File: config.mk
export PLATFORM = sky130hd
export DESIGN_NAME = minmax_tracker
export DESIGN_NICKNAME = d
export VERILOG_FILES = /design/src/design/scope_pkg.sv /design/src/design/minmax_tracker.sv
export SDC_FILE = /design/constraint.sdc
export NUM_CORES = 1
export LEC_CHECK = 0
export BUFFER_PORTS_ARGS = -buffer_cell sky130_fd_sc_hd__buf_4
export CORE_MARGIN = 2
export CORE_UTILIZATION = 35
export CTS_CLUSTER_SIZE = 25
export DETAILED_ROUTE_END_ITERATION = 7
export PLACE_DENSITY = 0.62
export SKIP_LAST_GASP = 1
export SLEW_MARGIN = 20
export SYNTH_ARGS = -nofsm -noshare
export SYNTH_HDL_FRONTEND = slang
export SYNTH_SLANG_ARGS = --single-unit
File: constraint.sdc
create_clock -name clk -period 5 [get_ports clk]
set_input_delay 0.75 -clock clk [delete_from_list [all_inputs] [get_ports clk]]
set_output_delay 0.75 -clock clk [all_outputs]
set_load 0.01 [all_outputs]
File: src/design/scope_pkg.sv
/*
 * shared widths of samples, traces, raster and buffer address
 * sample, position, trace entry and color structs
 * fixed band colors, band lifts and grid spacing
 */
package scope_pkg;

	// converter sample and stored trace value (top bits of a sample)
	localparam int SAMPLE_W = 12;
	localparam int TRACE_W  = 8;
	// raster counters and trace buffer address, 512 columns deep
	localparam int POS_W    = 10;
	localparam int ADDR_W   = 9;
	// a0, a1, b0, b1 in that order everywhere, index 0 is a0
	localparam int CHANNELS = 4;

	typedef struct packed {
		logic [SAMPLE_W-1:0] a0;
		logic [SAMPLE_W-1:0] a1;
		logic [SAMPLE_W-1:0] b0;
		logic [SAMPLE_W-1:0] b1;
	} sample_set_t;

	typedef struct packed {
		logic [POS_W-1:0] x;
		logic [POS_W-1:0] y;
	} screen_pos_t;

	// one buffer column: max of a0..b1, min of a0..b1, second mark
	typedef struct packed {
		logic [0:CHANNELS-1][TRACE_W-1:0] max_val;
		logic [0:CHANNELS-1][TRACE_W-1:0] min_val;
		logic                             mark;
	} trace_entry_t;

	typedef struct packed {
		logic [7:0] red;
		logic [7:0] green;
		logic [7:0] blue;
	} rgb_t;

	localparam rgb_t COLOR_A0    = 24'hffffff;
	localparam rgb_t COLOR_A1    = 24'hff0000;
	localparam rgb_t COLOR_B0    = 24'h00ff00;
	localparam rgb_t COLOR_B1    = 24'h0000ff;
	localparam rgb_t COLOR_BLACK = 24'h000000;

	// band offsets in rows, full scale mode
	localparam int LIFT_A0 = 48;
	localparam int LIFT_A1 = 16;
	localparam int LIFT_B0 = -16;
	localparam int LIFT_B1 = -48;

	// horizontal grid line every 32 rows, half a pitch down
	localparam int GRID_PITCH = 32;
	localparam int GRID_PHASE = 16;

endpackage

File: src/design/minmax_tracker.sv
/*
 * running min/max of the four sample channels and the sticky second mark
 * held trace entry of the last finished group
 */
`timescale 1ns/1ps

module minmax_tracker (
	input  logic                    clk,
	input  logic                    frame_start,
	input  logic                    sample_en,
	input  logic                    sec_mark,
	input  scope_pkg::sample_set_t  samples,
	output scope_pkg::trace_entry_t held
);

	localparam int SW = scope_pkg::SAMPLE_W;
	localparam int TW = scope_pkg::TRACE_W;
	localparam int CH = scope_pkg::CHANNELS;

	// channel view of the sample word, index 0 is a0
	logic [0:CH-1][SW-1:0] smp;
	logic [0:CH-1][SW-1:0] run_min;
	logic [0:CH-1][SW-1:0] run_max;
	logic                  run_mark;

	assign smp = samples;

	//////////////////////////////////////////////////
	// group accumulation
	//////////////////////////////////////////////////

	always_ff @(posedge clk) begin
		if (frame_start) begin
			// hand off the finished group, top bits only
			for (int c = 0; c < CH; c++) begin
				held.max_val[c] <= run_max[c][SW-1 -: TW];
				held.min_val[c] <= run_min[c][SW-1 -: TW];
			end
			held.mark <= run_mark;
			// next group starts from the sample on this cycle
			run_min  <= smp;
			run_max  <= smp;
			run_mark <= sec_mark;
		end else if (sample_en) begin
			// every strobed sample counts, so a one sample spike widens the band
			for (int c = 0; c < CH; c++) begin
				if (smp[c] < run_min[c]) begin
					run_min[c] <= smp[c];
				end
				if (smp[c] > run_max[c]) begin
					run_max[c] <= smp[c];
				end
			end
			// sticky, any strobe during the tick marks the column
			if (sec_mark) begin
				run_mark <= 1'b1;
			end
		end
	end

endmodule

# Word-level counts from Yosys, hierarchy flattened
# Cells that the tools add are included.
# totals
register_bits,162
wordCells,60
in_bits,52
output_inout_bits,65
# classes
muxes,15
n_reduce_logical,19
order_cmp,8
# op_table
operator,count
$mux W48,4
$mux W12,8
$gt A12 B12 Y1,4
$lt A12 B12 Y1,4
$reduce_bool A2 Y1,10
$reduce_and A2 Y1,9
$mux W1,3

# Logic depth before layout (Yosys ltp)
# depth
ltp_word,4
ltp_mapped,7
ltp_nobuf,7

# Worst setup path after synthesis
# OpenSTA, ideal clock, no wires.
# synth_path
path_type,input port to flip-flop
start,in samples[5] (netlist name)
end,reg run_min[0] (netlist name) (enable)
t_required_ns,4.612
n_path_buf,0
stages,6
arrival_time_ns,2.247
setup_ns,0.388
setup_slack_ns,2.364
cell_sequence,ha_1 -> a21oi_1 -> nor2_1 -> a211oi_1 -> o31ai_1 -> a31oi_1
# synth_via
elab_chain_cells,3
# synth_lines
element,line,text
"start, declared",minmax_tracker.sv:12,"input scope_pkg::sample_set_t samples,"
$lt A12 B12 Y1,minmax_tracker.sv:47,if (smp[c] < run_min[c]) begin
$reduce_bool A2 Y1 (no line),--,
$reduce_and A2 Y1 (no line),--,
"end signal, assigned",minmax_tracker.sv:41,run_min <= smp;
"end signal, assigned by index",minmax_tracker.sv:48,run_min[c] <= smp[c];
"end, declared",minmax_tracker.sv:22,logic [0:CH-1][SW-1:0] run_min;
# Every way passes these cells.
# A chain may end at the register's enable or synchronous reset.

# Worst setup path in the final report
# layout_path
start,in samples[5] (netlist name)
end,reg run_min[10] (netlist name) (enable)
# Same word-level chain as after synthesis.

==> flow_summary.toml <==
[place]
dp_hpwl_um = 10070
place_ws_ns = 1.937
port-buffer-count = 116
placed_cell_area_sq_um = 8491
place_congestion = 0.7667

[synth]
syn_area_sq_um = 7229
synth_largest_area_cell = "edfxtp_1"
synth_area_leaders = "edfxtp_1 67%, ha_1 16%, inv_1 5.0%"
avgSynthCellArea_sq_um = 14.69
yosysTopAreaCellShare_pct = 67.29
netlist_instances = 492
ys_ff_latch = 162
yosysSeqAreaShare_pct = 67.29
syn_nets = 636
yosys_warnings = 0
synth_cell_types = 25

[status]
status = "completed"

[critical_path]
rr_endpoint = "run_min[10]"
required_ns = 5.13
path_common_cell = "buf_4"
slowest_stage = "a31oi_1"
crit_path_end_kind = "flop"
crit_type = "in2reg"
cp.arrival_ns = 2.75
r2r_slack_ns = 2.47
crit_path_max_incr_delay_ns = 0.61
crit_path_max_fanout = 7
worstRegToRegCells = 8
timing.rr.start = "run_min[5]"
worstSetupStartpointType = "input port"
crit_chain = "buf_4, ha_1, a21oi_1, nor2_1, a211oi_1, o31ai_1, a31oi_1, buf_4"

[drt]
vias_per_cell = 4.587
dr.pass1.iters = 4
drc_errors = 0
ant_nets = 0
wl_um = 13520
first_iter_violations = 180
via_count = 4202
wire_per_inst_um = 14.76

[worst_hold_path]
worst_hold_path.endpoint = "held[42]"
min_from = "run_max[17]"
holdPathStages = 0
hold_class = "reg2reg"

[floorplanning]
start_util_pct = 35.73
ioPinCount = 117
rows = 52
fp.coreArea_sq_um = 20230
die-height_um = 147.7
die_w_um = 147.7
die_area_sq_um = 21820

[pwr]
internal-power_w = 0.002589
peakVddDrop_uv = 217.2
switchingPower_w = 0.0007946
pwr-share-clk_pct = 39.3
pwr-share-seq_pct = 49.2
p_sw_share_pct = 23.48
powerDensity_nw_per_um2 = 371.9
p_comb_share_pct = 11.5
p_leak_nw = 3.984

[timing]
setup_viol = 0
whs_ns = 0.4448
skew_ns = 0.01087
setup_ws_ns = 2.382
slew_headroom_pct = 52.30
tns_ns = 0
maxSlewViolCount = 0
grt_setup_unrepaired = "no"
finalCritPeriodShare_pct = 52.36
tightestPinTransition_ns = 0.7121
fmax_mhz = 381.9
layout_min_cycle_time_ns = 2.618
hold_viol = 0

[layout]
drive_above_1_share_pct = 24.77
num-nets-final = 777
fin_area_sq_um = 9099
diodes = 0
area_growth_pct = 25.86
utilization_pct = 44.97

[clock_tree]
ctsHtreeMaxLevel = 4
root_buffer = "clkbuf_16"
cts_setup_buffers = 0
cts_buffer_depth = 2
holdBufCountCts = 0
post_cts_resized = 0
path_clk_slew_ns = 0.06
cts_tree = "yes"
clkLatencyLatePin_ns = 0.42
cts_made_buffers = 17
clock_sinks = 162

[grt]
grt_pass1_vias = 4491
grt_use_total_pct = 13.04
antenna_found_initial = 0
grt-ovfl-total = 0
grt_pass1_wl_um = 22190
grt_max_degree = 53

[flow_run]
cap_violations = 0
## cell usage in the layout (no fill, tap or decap), types with 4 or more instances in the layout
cell,n
nand3_1,8
buf_4,124
o21ai_0,7
inv_1,96
inv_6,4
o211ai_1,4
or2_0,4
clkbuf_16,17
edfxtp_1,162
nand2b_1,5
nand4_1,13
a211oi_1,5
a31oi_1,7
nor2b_1,7
ha_1,92
a21o_1,9
nand2_1,13
a21oi_1,30
nor2_1,9
## flip-flops by register name (all words and copies together) (netlist names)
register  flops
held         65
run_mark      1
run_max      48
run_min      48
## per-layer routing
layer	up-vias	global-route usage, %	wire length, um
li1	2084	-	-
met1	2019	16.07	6027
met2	83	22.47	6716
met3	16	2.994	566
met4	0	4.760	206
met5	-	0	0
## metrics by stage
stage               total power (W)  instances
floorplan                  0.001889        492
global placement           0.002074        884
detailed placement         0.002088        884
CTS                        0.003427        916
global route               0.003531        916
finish                     0.003384        916
## worst max-delay path: cells and delay by family
family | cells | cell delay (ns)
simple gates | 1 | 0.07
fa+ha+maj | 1 | 0.31
buf+inv | 2 | 0.43
compound gates | 4 | 1.18
## worst max-delay path by stage
stage / from / endpoint / cells after the start
after global placement: samples[29] / run_min[34] / 8
after floorplan: samples[5] / run_min[0] / 6
after global routing: samples[5] / run_min[0] / 8
final: samples[5] / run_min[10] / 8
after CTS: samples[5] / run_min[0] / 8
after detailed placement: samples[5] / run_min[0] / 8
## synth_stat cells
cell type  number
edfxtp_1      162
inv_1          96
ha_1           92
a21oi_1        30
nand2_1        13
nand4_1        13
a21o_1          9
nor2_1          9
nand3_1         8
a31oi_1         7
nor2b_1         7
o21ai_0         7
a211oi_1        5
nand2b_1        5
o211ai_1        4
o21bai_1        4
or2_0           4
a2111oi_0       3
a211oi_2        3
and4b_1         3
o41ai_1         3
clkbuf_1        2
a2111oi_2       1
nor3_1          1
o31ai_1         1
## power groups by stage
| stage | Sequential (W) | Combinational [W] | Clock [W] |
|---|---|---|---|
| CTS | 0.00167 | 0.000397 | 0.00136 |
| floorplan | 0.00170 | 0.000187 | 0 |
| finish | 0.00166 | 0.000389 | 0.00133 |
| global placement | 0.00169 | 0.000382 | 0 |
| global route | 0.00168 | 0.000444 | 0.00141 |
| detailed placement | 0.00170 | 0.000393 | 0 |
## cell type report
type                            instances  area [sq um]
Fill cell                            1826         11140
Sequential cell                       162          4865
Multi-Input combinational cell        232          2001
Timing Repair Buffer                  124         930.9
Clock buffer                           17         425.4
Inverter                               96         360.3
Tap cell                              270         337.8
Clock inverter                         15         178.9
## cells by family (layout without fill, tap and decap cells)
| logic type | count (synthesis) | after routing | synth area share [%] |
|---|---|---|---|
| flops | 162 | 162 | 67.29 |
| simple gates | 63 | 63 | 4.690 |
| compound gates | 77 | 77 | 7.009 |
| fa+ha+maj | 92 | 92 | 15.92 |
| buf+inv | 98 | 252 | 5.088 |
Power figures use the tool's default switching activity.
