**src/design/scope_pkg.sv**
```systemverilog
/*
 * shared widths of samples, traces, raster and buffer address
 * sample, position, trace entry and color structs
 * fixed band colors, band lifts and grid spacing
 */
package scope_pkg;

	// converter sample and stored trace value (top bits of a sample)
	localparam int SAMPLE_W = 12;
	localparam int TRACE_W  = 8;
	// raster counters and trace buffer address, 512 columns deep
	localparam int POS_W    = 10;
	localparam int ADDR_W   = 9;
	// a0, a1, b0, b1 in that order everywhere, index 0 is a0
	localparam int CHANNELS = 4;

	typedef struct packed {
		logic [SAMPLE_W-1:0] a0;
		logic [SAMPLE_W-1:0] a1;
		logic [SAMPLE_W-1:0] b0;
		logic [SAMPLE_W-1:0] b1;
	} sample_set_t;

	typedef struct packed {
		logic [POS_W-1:0] x;
		logic [POS_W-1:0] y;
	} screen_pos_t;

	// one buffer column: max of a0..b1, min of a0..b1, second mark
	typedef struct packed {
		logic [0:CHANNELS-1][TRACE_W-1:0] max_val;
		logic [0:CHANNELS-1][TRACE_W-1:0] min_val;
		logic                             mark;
	} trace_entry_t;

	typedef struct packed {
		logic [7:0] red;
		logic [7:0] green;
		logic [7:0] blue;
	} rgb_t;

	localparam rgb_t COLOR_A0    = 24'hffffff;
	localparam rgb_t COLOR_A1    = 24'hff0000;
	localparam rgb_t COLOR_B0    = 24'h00ff00;
	localparam rgb_t COLOR_B1    = 24'h0000ff;
	localparam rgb_t COLOR_BLACK = 24'h000000;

	// band offsets in rows, full scale mode
	localparam int LIFT_A0 = 48;
	localparam int LIFT_A1 = 16;
	localparam int LIFT_B0 = -16;
	localparam int LIFT_B1 = -48;

	// horizontal grid line every 32 rows, half a pitch down
	localparam int GRID_PITCH = 32;
	localparam int GRID_PHASE = 16;

endpackage

```
**src/design/pixel_render.sv**
```systemverilog
/*
 * raster alignment with the buffer output and window test
 * band, grid and background tests, registered color output
 */
`timescale 1ns/1ps

module pixel_render #(
	parameter int H_START  = 450,
	parameter int H_END    = 750,
	parameter int V_START  = 240,
	parameter int V_HEIGHT = 192,
	parameter scope_pkg::rgb_t GD_COLOR = 24'h32006a,
	parameter scope_pkg::rgb_t BG_COLOR = 24'h1d1d1d
) (
	input  logic                    clk,
	input  logic                    reset,
	input  scope_pkg::screen_pos_t  pos,
	input  scope_pkg::trace_entry_t entry,
	output scope_pkg::rgb_t         rgb
);

	localparam int CH = scope_pkg::CHANNELS;

	// per channel color and lift, in priority order a0 first
	localparam scope_pkg::rgb_t BAND_COLOR [CH] = '{scope_pkg::COLOR_A0,
		scope_pkg::COLOR_A1, scope_pkg::COLOR_B0, scope_pkg::COLOR_B1};
	localparam int BAND_LIFT [CH] = '{scope_pkg::LIFT_A0, scope_pkg::LIFT_A1,
		scope_pkg::LIFT_B0, scope_pkg::LIFT_B1};

	scope_pkg::screen_pos_t pos_d1;
	scope_pkg::screen_pos_t pos_d2;
	logic                   in_win;
	logic                   grid_hit;
	logic [0:CH-1]          band_hit;
	int                     row;
	scope_pkg::rgb_t        pix;

	// lit when level sits inside [lo, hi], never below zero
	function automatic logic band_lit(input logic [scope_pkg::TRACE_W-1:0] lo,
		input logic [scope_pkg::TRACE_W-1:0] hi, input int level);
		return (level >= 0) && (int'(lo) <= level) && (int'(hi) >= level);
	endfunction

	// two stages to line up with rd_addr and the buffer read
	always_ff @(posedge clk) begin
		pos_d1 <= pos;
		pos_d2 <= pos_d1;
	end

	//////////////////////////////////////////////////
	// window, band and grid tests
	//////////////////////////////////////////////////

	assign in_win = (int'(pos_d2.x) >= H_START) && (int'(pos_d2.x) <= H_END) &&
		(int'(pos_d2.y) >= V_START) && (int'(pos_d2.y) < V_START + V_HEIGHT);
	// row inside the window, 0 at the top
	assign row = int'(pos_d2.y) - V_START;
	// marker columns, or the fixed horizontal lines
	assign grid_hit = entry.mark || ((row % scope_pkg::GRID_PITCH) == scope_pkg::GRID_PHASE);

	always_comb begin
		for (int c = 0; c < CH; c++) begin
			band_hit[c] = band_lit(entry.min_val[c], entry.max_val[c], row + BAND_LIFT[c]);
		end
	end

	// lowest priority first, a0 wins last
	always_comb begin
		pix = grid_hit ? GD_COLOR : BG_COLOR;
		for (int c = CH - 1; c >= 0; c--) begin
			if (band_hit[c]) begin
				pix = BAND_COLOR[c];
			end
		end
		if (!in_win) begin
			pix = scope_pkg::COLOR_BLACK;
		end
	end

	always_ff @(posedge clk) begin
		if (reset) begin
			rgb <= scope_pkg::COLOR_BLACK;
		end else begin
			rgb <= pix;
		end
	end

endmodule

```
**config.mk**
```make
export PLATFORM = sky130hd
export DESIGN_NAME = pixel_render
export DESIGN_NICKNAME = d
export VERILOG_FILES = /design/src/design/scope_pkg.sv /design/src/design/pixel_render.sv
export SDC_FILE = /design/constraint.sdc
export NUM_CORES = 1
export LEC_CHECK = 0
export ABC_CLOCK_PERIOD_IN_PS = 3900
export CAP_MARGIN = 20
export CORE_MARGIN = 2
export CORE_UTILIZATION = 47
export DETAILED_ROUTE_END_ITERATION = 8
export DONT_BUFFER_PORTS = 1
export GPL_TIMING_DRIVEN = 0
export HOLD_SLACK_MARGIN = 0.05
export PLACE_DENSITY = 0.66
export SETUP_SLACK_MARGIN = 0.05
export SYNTH_ARGS = -nofsm -noshare
export SYNTH_HDL_FRONTEND = slang
export SYNTH_SLANG_ARGS = --single-unit
```
**constraint.sdc**
```tcl
create_clock -name clk -period 3.9 [get_ports clk]
set_clock_uncertainty 0.05 [all_clocks]
set_input_delay 0.78 -clock clk [delete_from_list [all_inputs] [get_ports clk]]
set_output_delay 0.78 -clock clk [all_outputs]
set_load 0.01 [all_outputs]
```
# Yosys cells after proc, flatten, opt, wreduce, memory -nomap -nowiden
# Index checks and enable logic that the tools add are counted.
[word_totals] register_bits=64 out_inout_bits=24 elab_cells=50
[op_classes] addsub=5 magnitude_cmp=16 n_eq_ne=1 n_mux=5 bitwise=2 n_reduce_logical=14
[ops] operator="24-bit two-way mux" n=3
[ops] operator="12-bit by 1-bit >= comparator with 1-bit output, second input constant" n=4
[ops] operator="9-bit by 12-bit >= comparator with 1-bit output" n=4
[ops] operator="9-bit by 12-bit <= comparator with 1-bit output" n=4
[ops] operator="22-bit two-way mux" n=2
[ops] operator="11-bit by 7-bit adder with 12-bit output, second input constant" n=2
[ops] operator="11-bit by 5-bit adder with 12-bit output, second input constant" n=1
[ops] operator="11-bit by 6-bit adder with 12-bit output, second input constant" n=1
[ops] operator="1-bit logical AND" n=11
[ops] operator="10-bit by 8-bit subtractor with 11-bit output, second input constant" n=1
[ops] operator="10-bit by 8-bit >= comparator with 1-bit output, second input constant" n=1
[ops] operator="10-bit by 9-bit >= comparator with 1-bit output, second input constant" n=1
[ops] operator="10-bit <= comparator, second input constant" n=1
[ops] operator="10-bit by 9-bit less-than comparator with 1-bit output, second input constant" n=1
[ops] operator="6-bit == test, second input constant" n=1
[ops] operator="5-bit OR reduction" n=1
[ops] operator="2-bit OR reduction" n=1
[ops] operator="1-bit AND" n=1
[ops] operator="1-bit logical OR" n=1
[ops] operator="1-bit inverter" n=1

# Depth between registers and ports, before layout
# Gate-level depths: netlist (run 1).
[logic_depth] depth_word=10 depth_mapped=16

# Worst setup path before layout (run 1)
# No wires, ideal clock.
[synth_path] path_type="register to register" start="reg pos_d2[4] (netlist bit)" end="reg rgb[14] (netlist bit)" arrival_time_ps=3047 t_required_ps=3722 path_slack_ps=675 stages_incl_launch_ff=17 path_buffers=2 synth_period_minus_slack_ps=3225 path_cell_list="dfxtp_1 buf_6 inv_1 ha_1 or2b_1 a21oi_1 nor3_1 xnor2_1 ha_1 and3_1 nand3_1 a21oi_1 o41ai_1 or3_1 buf_2 o21a_1 nor2_1"
[synth_between] elab_chain_cells=9 word_cells_on_any_way=35
[synth_rtl] element="start: declaration" line="pixel_render.sv:31" rtl="scope_pkg::screen_pos_t pos_d2;"
[synth_rtl] element="start signal: assignment" line="pixel_render.sv:47" rtl="pos_d2 <= pos_d1;"
[synth_rtl] element="10-bit by 8-bit subtractor with 11-bit output" line="pixel_render.sv:57" rtl="assign row = int'(pos_d2.y) - V_START;"
[synth_rtl] element="11-bit by 7-bit adder with 12-bit output" line="pixel_render.sv:63" rtl="band_hit[c] = band_lit(entry.min_val[c], entry.max_val[c], row + BAND_LIFT[c]);"
[synth_rtl] element="12-bit by 1-bit >= comparator with 1-bit output or 9-bit by 12-bit <= comparator with 1-bit output (tied branches)" line="pixel_render.sv:41" rtl="return (level >= 0) && (int'(lo) <= level) && (int'(hi) >= level);"
[synth_rtl] element="1-bit logical AND (2 in a row)" line="pixel_render.sv:41"
[synth_rtl] element="22-bit two-way mux" line="pixel_render.sv:71" rtl="if (band_hit[c]) begin"
[synth_rtl] element="24-bit two-way mux (3 in a row)" line="pixel_render.sv:71"
[synth_rtl] element="end signal: assignment" line="pixel_render.sv:82" rtl="rgb <= scope_pkg::COLOR_BLACK;"
[synth_rtl] element="end signal: assignment" line="pixel_render.sv:84" rtl="rgb <= pix;"
[synth_rtl] element="end: declaration" line="pixel_render.sv:19" rtl="output scope_pkg::rgb_t rgb"
# Parallel ways exist; a longest one is shown, timed or not.
# A chain may end at the register's enable or synchronous reset.

# Final worst setup path (run 1)
# Same ends and word-level chain as after synthesis.

==> run metrics, run 1 <==
H-tree Lvls=2; crit path to=rgb[14]$_SDFF_PP0_; reg2reg start=pos_d2[4]$_DFF_P_; Initial Util=between 40% and 50%; R2R setup slack=about 0.40 ns; initial antenna violation count=0; via count=roughly 2,600; final antenna-violating net count=0; max-slew violations=0; most used routing layer=met2; final setup TNS=0 ns; TritonCTS Buffers=5; Post-synth EDFFs=0; Ys Warns=0; Worst path top cell family by delay=simple AND/OR/NAND/NOR gates; max-cap viol count=0; sequential-to-total area share from yosys stat=29.82%; reg2reg end=rgb[14]$_SDFF_PP0_; crit path DAT=between 3 and 4 ns; CP endpoint kind=flop; clk buf depth=2; first-pass GRT wire length=about 11 mm; Final Power=between 1 and 1.5 mW; Synth async-reset ratio=0%; critical-path cell list=buf_6 -> clkinvlp_4 -> ha_2 -> or2b_1 -> o22ai_1 -> nor3_1 -> xnor2_1 -> ha_1 -> and3_1 -> nor2b_1 -> o41ai_2 -> or3_1 -> buf_2 -> o21a_1 -> nor2_1; clk sink count=50; Peak Freq=285.5 MHz; Hold WS=about 0.28 ns; clock latency on the worst-skew pair=0.30 ns; Reg clk slew, reported paths=roughly 0.09 ns; most frequent cells in the layout=66 x ha_1, 49 x dfxtp_1, 36 x a21oi_1; vias per cell=5.521; GR Util met1=23.10%; met2 usage=31.44%; Slowest cell on crit path=dfxtp_2; fin nets=531; Post-Route WL=7.143 mm; worst-path maximum fanout=10; Core ar.=a little under 0.007 mm^2; synthesis-stage register bit count=50; Yosys cell types=roughly 60; leakage=1.624 nW; routed len/inst=approximately 15 um; CP max stage delay=0.42 ns; Worst path depth=15; Final Cell Area=between 0.003 and 0.004 mm^2; Main synth FF type=dfxtp_1; Final setup violation count=0; period utilisation layout=around nine tenths; CTS Root Cell=clkbuf_8; hpwl dp=approximately 5.8 mm; Pre-antenna DRT Iters=4; relative slew slack=62.61%; gr usage total=between 10% and 20%; P per Cell Area=~330 mW/mm^2; boundary pin count=111; Hold Path Class=reg -> reg; port bufs=0; most common cell after layout, fill and taps aside=ha_1; Buf+Inv Stages, Crit Path=3; Worst Path Required=around 4 ns; die height=88.52 um; Syn Nets=approximately 520; Peak supply drop=0.0003011 V; R2R depth=15; final critical-path required period=about 3.5 ns; Setup Crit Path Kind=reg -> reg; CTS tree=done; status=complete, no violations; critical path launch point=pos_d2[4]$_DFF_P_; RSZ-0062 raised after global routing=false; vias in the first global route=2,528; met3 Use GR=around 4%; Fillers=640; Post-Syn Instances=between 300 and 400; pin count of the biggest net entering global routing=18; gr ovfl total=0; Final Hold Fails=0; syn_area_per_cell=just over 9 um^2; # DRC=0; Startpoint Class=flop; diode count=0; Area Growth Syn to Fin=8.386%; layout cells sized above 1=12.70%; Cell Area, Synth=0.003357 mm^2; DP Area=approximately 0.0035 mm^2; final core utilization=52.97%; row count=30; die width=slightly below 90 um; 1st-iter DRT viols=roughly 90; gpl congestion=around 0.84; die footprint=approximately 0.008 mm^2; worst slew pin tran=0.5608 ns
[cell type report]
class	count	area [um^2]	area share (%)
clock buffer	5	68.82	1.891
inverter	20	78.83	2.166
timing repair buffer	3	22.52	0.6190
tap	96	120.1	3.301
sequential	50	1002	27.54
clock inverter	3	47.55	1.307
buffer	24	165.2	4.539
multi-input combinational	273	2133	58.63
[cell usage after synthesis, types with 7 or more instances]
master / n / area share, %
dfxtp_1: 50 / 30
inv_1: 20 / 2.2
ha_1: 67 / 25
nand2b_1: 7 / 1.3
buf_4: 17 / 3.8
nand4_1: 9 / 1.7
nor2_1: 19 / 2.1
nor2b_1: 8 / 1.5
a21oi_1: 36 / 5.4
nand2_1: 17 / 1.9
a211oi_1: 7 / 1.6
nand3_1: 8 / 1.2
o21ai_0: 19 / 2.8
[sequential cells by signal, summed over array words and instances (netlist names)]
name    flops
rgb        10
pos_d1     20
pos_d2     20
[worst register-to-register path, cell delays in order, from the launching register on]
cell and delay (ns):
dfxtp_2 0.42, buf_6 0.17, clkinvlp_4 0.12, ha_2 0.39
or2b_1 0.22, o22ai_1 0.11, nor3_1 0.24, xnor2_1 0.19
ha_1 0.29, and3_1 0.20, nor2b_1 0.14, o41ai_2 0.40
or3_1 0.15, buf_2 0.14, o21a_1 0.13, nor2_1 0.04
[per-layer routing]
metal	wire length [um]	up-vias
li1	-	1351
met1	3281	1192
met2	3425	70
met3	406	4
met4	29	0
met5	0	-
[power breakdown]
group / internal (mW) / switching, mW / total [mW]
Clock: 0.194 / 0.164 / 0.358
Sequential: 0.534 / 0.0143 / 0.548
Combinational: 0.131 / 0.166 / 0.297
[through the flow]
step	cells	setup slack, ns
after CTS	471	0.08822
after detailed placement	463	0.06190
after floorplan	367	0.6752
final	474	0.3976
after global routing	474	0.1012
after global placement	463	0.09609
[cell families (layout without fill, tap and decap cells)]
logic type	count (synthesis)	count (layout)	share of synthesized area (%)
AO/OA/AOI/OAI	98	98	18.93
AND/OR/NAND/NOR	97	97	15.99
adder cells (fa/ha/maj)	67	67	24.97
flip-flops	50	50	29.82
buffers and inverters	44	55	7.156
XOR/XNOR	10	10	2.833
multiplexers	1	1	0.2982
[worst min-delay path by stage]
stage,startpoint,to,depth (start not counted)
5_1_grt,pos_d1[3]$_DFF_P_,pos_d2[3]$_DFF_P_,0
4_1_cts,pos_d1[1]$_DFF_P_,pos_d2[1]$_DFF_P_,0
2_1_floorplan,pos_d1[0]$_DFF_P_,pos_d2[0]$_DFF_P_,0
3_3_place_gp,pos_d1[12]$_DFF_P_,pos_d2[12]$_DFF_P_,0
3_5_place_dp,pos_d1[1]$_DFF_P_,pos_d2[1]$_DFF_P_,0
6_report,pos_d1[5]$_DFF_P_,pos_d2[5]$_DFF_P_,0
[repair_timing]
item	CTS	global route
gates cloned	0	0
pin swaps	0	1
resized for setup	1	5
endpoints found under the setup margin	3	10
setup buffers	0	3
hold buffers	0	0
(Power assumes the default switching activity.)
==> run 2, diff against run 1 <==
PLACE_DENSITY = 0.69   (was 0.66)
==> run metrics, run 2 (synthesized netlist as in run 1, its figures left out) <==
clk sink count=50 (unchanged); gpl congestion=0.9039 (was 0.8376); most common cell after layout, fill and taps aside=ha_1 (unchanged); Reg clk slew, reported paths=0.08 ns (was 0.09 ns); row count=30 (unchanged); final setup TNS=0 ns (unchanged); leakage=1.617 nW (was 1.624 nW); CP endpoint kind=flop (unchanged); final setup margin=0.2660 ns (was 0.3976 ns); TritonCTS Buffers=5 (unchanged); Core ar.=0.006869 mm^2 (unchanged); final critical-path required period=3.634 ns (was 3.502 ns); Startpoint Class=flop (unchanged); worst slew pin tran=0.5428 ns (was 0.5608 ns); CTS Root Cell=clkbuf_8 (unchanged); clock power share=30.2% (was 29.8%); CTS tree=done (unchanged); Final setup violation count=0 (unchanged); Net Switching=0.3371 mW (was 0.3448 mW); vias per cell=5.620 (was 5.521); routed len/inst=15.34 um (was 15.07 um); boundary pin count=111 (unchanged); die width=88.52 um (unchanged); crit path DAT=3.81 ns (was 3.62 ns); Hold Path Class=reg -> reg (unchanged); Initial Util=48.87% (unchanged); 1st-iter DRT viols=103 (was 92); fin nets=528 (was 531); H-tree Lvls=2 (unchanged); max-slew violations=0 (unchanged); Largest regs=pos_d1 x20, pos_d2 x20, rgb x10 (unchanged); die height=88.52 um (unchanged); Int Power=0.8744 mW (was 0.8592 mW); die footprint=0.007835 mm^2 (unchanged); clock latency on the worst-skew pair=0.29 ns (was 0.30 ns); Peak Freq=275.2 MHz (was 285.5 MHz); RSZ-0062 raised after global routing=false (unchanged); first-pass GRT wire length=11.10 mm (was 11.18 mm); final antenna-violating net count=0 (unchanged); status=complete, no violations (unchanged); Pre-antenna DRT Iters=4 (unchanged); # DRC=0 (unchanged); P per Cell Area=334.7 mW/mm^2 (was 330.9 mW/mm^2); Peak supply drop=0.0002760 V (was 0.0003011 V); Worst Path Required=4.08 ns (was 4.02 ns); hpwl dp=5.879 mm (was 5.802 mm); CTS Hold Bufs=0 (unchanged); period utilisation layout=93.18% (was 89.80%); gr ovfl total=0 (unchanged); Setup Crit Path Kind=reg -> reg (unchanged); via count=2,647 (was 2,617); worst-path maximum fanout=10 (unchanged); vias in the first global route=2,368 (was 2,528); Sequential Power Share=45.3% (was 45.6%); switching share of total power=27.83% (was 28.64%); clk buf depth=2 (unchanged); diode count=0 (unchanged); initial antenna violation count=0 (unchanged); relative slew slack=63.81% (was 62.61%); gr usage total=18.14% (was 18.11%); combinational share of power=24.4% (was 24.7%); Setup WS pre-CTS=0.03750 ns (was 0.06190 ns); max-cap viol count=0 (unchanged); layout cells sized above 1=11.20% (was 12.70%); most frequent cells in the layout=66 x ha_1, 49 x dfxtp_1, 36 x a21oi_1 (unchanged); Hold WS=0.2730 ns (was 0.2817 ns); Final Hold Fails=0 (unchanged); Final Power=1.211 mW (was 1.204 mW); port bufs=0 (unchanged); Post-Route WL=7.227 mm (was 7.143 mm); pin count of the biggest net entering global routing=17 (was 18); Area Growth Syn to Fin=7.827% (was 8.386%)
run 2: cell types whose count changed in the layout (fill, tap and decap cells not counted), sizes merged:
cell      before  now
buf           25   22
clkbuf         7    8
clkinv         1    0
clkinvlp       1    0
inv           20   21
run 2: final cells by class:
class	instances	area, um^2
multi-input cells	273	2136
clock inverters	2	38.79
well taps	96	120.1
clock buffers	6	82.58
flip-flops and latches	50	1002
fillers	627	3249
inverters	20	75.07
plain buffers	24	165.2
run 2: critical path, cell delays in order, from the launching register on:
cell,delay [ns]
dfxtp_2,0.37
buf_6,0.15
inv_1,0.36
ha_4,0.30
nand2b_1,0.23
o21ai_0,0.17
xor2_1,0.19
ha_1,0.33
nand4_1,0.10
a21oi_1,0.13
a21oi_1,0.11
a221oi_2,0.23
nand4_2,0.22
a2111oi_0,0.45
o21bai_1,0.17
run 2: power groups by stage:
stage	clock, mW	combinational, mW	sequential [mW]
after floorplan	0	0.232	0.556
after global placement	0	0.277	0.560
after detailed placement	0	0.290	0.561
after CTS	0.375	0.294	0.549
after global routing	0.395	0.342	0.552
final	0.366	0.296	0.549
run 2: metal layers:
metal,vias to the layer above,wire [um],GRT usage [%]
li1,1349,-,-
met1,1218,3252,23.65
met2,78,3469,30.90
met3,2,492,4.198
met4,0,12,3.581
met5,-,0,0
run 2: stage by stage:
step | instance area (um^2) | cells | util, %
after global placement | 3477 | 463 | 50.62
after detailed placement | 3477 | 463 | 50.62
after global routing | 3620 | 471 | 52.70
final | 3620 | 471 | 52.70
after floorplan | 3357 | 367 | -
after CTS | 3611 | 471 | 52.57
run 2: final timing paths:
| path | from | to | slack [ns] | cells after the start |
|---|---|---|---|---|
| worst max-delay path | pos_d2[4]$_DFF_P_ | rgb[6]$_SDFF_PP0_ | 0.27 | 14 |
| worst min-delay path | pos_d1[10]$_DFF_P_ | pos_d2[10]$_DFF_P_ | 0.27 | 0 |
| worst max register to register | pos_d2[4]$_DFF_P_ | rgb[6]$_SDFF_PP0_ | 0.27 | 14 |
| worst min register to register | pos_d1[10]$_DFF_P_ | pos_d2[10]$_DFF_P_ | 0.27 | 0 |
run 2: repair_timing:
item                                    4_1_cts  5_1_grt
setup buffers                                 0        0
resized for setup                             1        2
endpoints found under the setup margin        5       10
==> run 3, diff against run 2 <==
==> constraint.sdc (replaced) <==
create_clock -name clk -period 3.9 [get_ports clk]
set_clock_uncertainty 0.05 [all_clocks]
set_input_delay 0.195 -clock clk [delete_from_list [all_inputs] [get_ports clk]]
set_output_delay 0.195 -clock clk [all_outputs]
set_load 0.01 [all_outputs]
==> run metrics, run 3 (synthesized netlist as in run 1, its figures left out) <==
Peak supply drop=0.0002810 V (was 0.0002760 V); via count=2,722 (was 2,647); Setup Crit Path Kind=reg -> reg (unchanged); row count=30 (unchanged); P per Cell Area=321.3 mW/mm^2 (was 334.7 mW/mm^2); R2R depth=14 (unchanged); die footprint=0.007835 mm^2 (unchanged); relative slew slack=64.27% (was 63.81%); clk buf depth=2 (unchanged); Final setup violation count=0 (unchanged); gpl congestion=0.9039 (unchanged); period utilisation layout=93.65% (was 93.18%); R2R setup slack=0.25 ns (was 0.27 ns); DP Area=0.003477 mm^2 (unchanged); max-cap viol count=0 (unchanged); Setup WS pre-CTS=0.03750 ns (unchanged); Pre-antenna DRT Iters=4 (unchanged); final setup margin=0.2475 ns (was 0.2660 ns); Hold Path Origin=entry[0] (was pos_d1[10]$_DFF_P_); Fillers=609 (was 627); Area Growth Syn to Fin=13.79% (was 7.827%); most frequent cells in the layout=66 x ha_1, 49 x dfxtp_1, 36 x a21oi_1 (unchanged); die height=88.52 um (unchanged); reg2reg end=rgb[6]$_SDFF_PP0_ (unchanged); fin nets=548 (was 528); worst slew pin tran=0.5360 ns (was 0.5428 ns); Core ar.=0.006869 mm^2 (unchanged); final core utilization=55.61% (was 52.70%); # DRC=0 (unchanged); pin count of the biggest net entering global routing=17 (unchanged); 1st-iter DRT viols=102 (was 103); TritonCTS Buffers=5 (unchanged); vias in the first global route=2,452 (was 2,368); max-slew violations=0 (unchanged); Final Cell Area=0.003820 mm^2 (was 0.003620 mm^2); final critical-path required period=3.652 ns (was 3.634 ns); post-CTS setup buffers=0 (unchanged); reg2reg start=pos_d2[4]$_DFF_P_ (unchanged); Int Power=0.8874 mW (was 0.8744 mW); layout cells sized above 1=10.63% (was 11.20%); most common cell after layout, fill and taps aside=ha_1 (unchanged); port bufs=0 (unchanged); crit path DAT=3.83 ns (was 3.81 ns); vias per cell=5.544 (was 5.620); Net Switching=0.3400 mW (was 0.3371 mW); Initial Util=48.87% (unchanged); Worst Path Required=4.08 ns (about the same); initial antenna violation count=0 (unchanged); Sequential Power Share=44.7% (was 45.3%); Peak Freq=273.8 MHz (was 275.2 MHz); clk sink count=50 (unchanged); final setup TNS=0 ns (unchanged); die width=88.52 um (unchanged); hpwl dp=5.879 mm (unchanged); boundary pin count=111 (unchanged); status=complete, no violations (unchanged); gr ovfl total=0 (unchanged); CTS tree=done (unchanged); clock power share=29.9% (was 30.2%); WHS Path Cells=3 (was 0); Hold Path Class=in -> reg (was reg -> reg); gr usage total=18.62% (was 18.14%); switching share of total power=27.70% (was 27.83%); routed len/inst=14.91 um (was 15.34 um); clock latency on the worst-skew pair=0.29 ns (about the same); CTS Root Cell=clkbuf_8 (unchanged); RSZ-0062 raised after global routing=false (unchanged); diode count=0 (unchanged); Final Hold Fails=0 (unchanged); hold endpoint=rgb[19]$_SDFF_PP0_ (was pos_d2[10]$_DFF_P_); Largest regs=pos_d1 x20, pos_d2 x20, rgb x10 (unchanged); Startpoint Class=flop (unchanged); final antenna-violating net count=0 (unchanged); H-tree Lvls=2 (unchanged); leakage=1.701 nW (was 1.617 nW); combinational share of power=25.4% (was 24.4%); worst-path maximum fanout=10 (unchanged); first-pass GRT wire length=11.42 mm (was 11.10 mm); Post-Route WL=7.319 mm (was 7.227 mm); CP endpoint kind=flop (unchanged); Reg clk slew, reported paths=0.08 ns (about the same)
-- run 3: critical path, stage by stage (launching register included) --
cell and delay, ns:
dfxtp_2 0.37, buf_6 0.15, inv_1 0.37, ha_4 0.30, nand2b_1 0.23, o21ai_0 0.17, xor2_1 0.19, ha_1 0.33
nand4_1 0.10, a21oi_1 0.13, a21oi_1 0.11, a221oi_2 0.24, nand4_2 0.22, a2111oi_0 0.45, o21bai_1 0.17
-- run 3: per-stage QoR --
| stage | hold slack [ns] | instances | total power [mW] |
|---|---|---|---|
| after floorplan | 0.1727 | 367 | 0.7874 |
| after global placement | 0.1728 | 463 | 0.8370 |
| after detailed placement | 0.1728 | 463 | 0.8512 |
| after CTS | 0.08878 | 491 | 1.233 |
| after global routing | 0.09406 | 491 | 1.306 |
| final | 0.1003 | 491 | 1.227 |
-- run 3: worst max-delay path by stage --
| stage | slack (ns) | startpoint | to | cells past startpoint |
|---|---|---|---|---|
| 2_1_floorplan | 0.68 | pos_d2[4]$_DFF_P_ | rgb[14]$_SDFF_PP0_ | 16 |
| 3_5_place_dp | 0.04 | pos_d2[4]$_DFF_P_ | rgb[21]$_SDFF_PP0_ | 15 |
| 6_report | 0.25 | pos_d2[4]$_DFF_P_ | rgb[6]$_SDFF_PP0_ | 14 |
| 4_1_cts | 0.1 | pos_d2[4]$_DFF_P_ | rgb[21]$_SDFF_PP0_ | 15 |
| 5_1_grt | 0.06 | pos_d2[4]$_DFF_P_ | rgb[21]$_SDFF_PP0_ | 15 |
| 3_3_place_gp | 0.11 | pos_d2[4]$_DFF_P_ | rgb[19]$_SDFF_PP0_ | 15 |
-- run 3: final cells by class --
| cell class | instances | area (um^2) | area share, % |
|---|---|---|---|
| inverters | 20 | 75.07 | 1.965 |
| flip-flops and latches | 50 | 1002 | 26.24 |
| multi-input cells | 273 | 2136 | 55.91 |
| clock inverters | 2 | 38.79 | 1.015 |
| plain buffers | 24 | 165.2 | 4.324 |
| clock buffers | 6 | 82.58 | 2.162 |
| repair buffers | 20 | 200.2 | 5.241 |
| well taps | 96 | 120.1 | 3.144 |
-- run 3: timing repair --
action / 4_1_cts / 5_1_grt
pin swaps: 0 / 0
endpoints found under the hold margin: 20 / 0
hold buffers: 20 / 0
endpoints found under the setup margin: 5 / 10
cloned: 0 / 0
gates resized for setup: 1 / 2
-- run 3: power by group through the flow --
stage	registers [mW]	logic, mW	clock network, mW
2_1_floorplan	0.556	0.232	0
3_3_place_gp	0.560	0.277	0
3_5_place_dp	0.561	0.290	0
4_1_cts	0.549	0.309	0.375
5_1_grt	0.552	0.358	0.396
6_report	0.549	0.312	0.367
-- run 3: routing by layer --
metal,vias up,global-route usage [%],wire (um),share of wire [%]
li1,1389,-,-,-
met1,1256,24.27,3264,45
met2,75,31.85,3559,49
met3,2,4.198,482,6.6
met4,0,3.581,12,0.16
met5,-,0,0,0
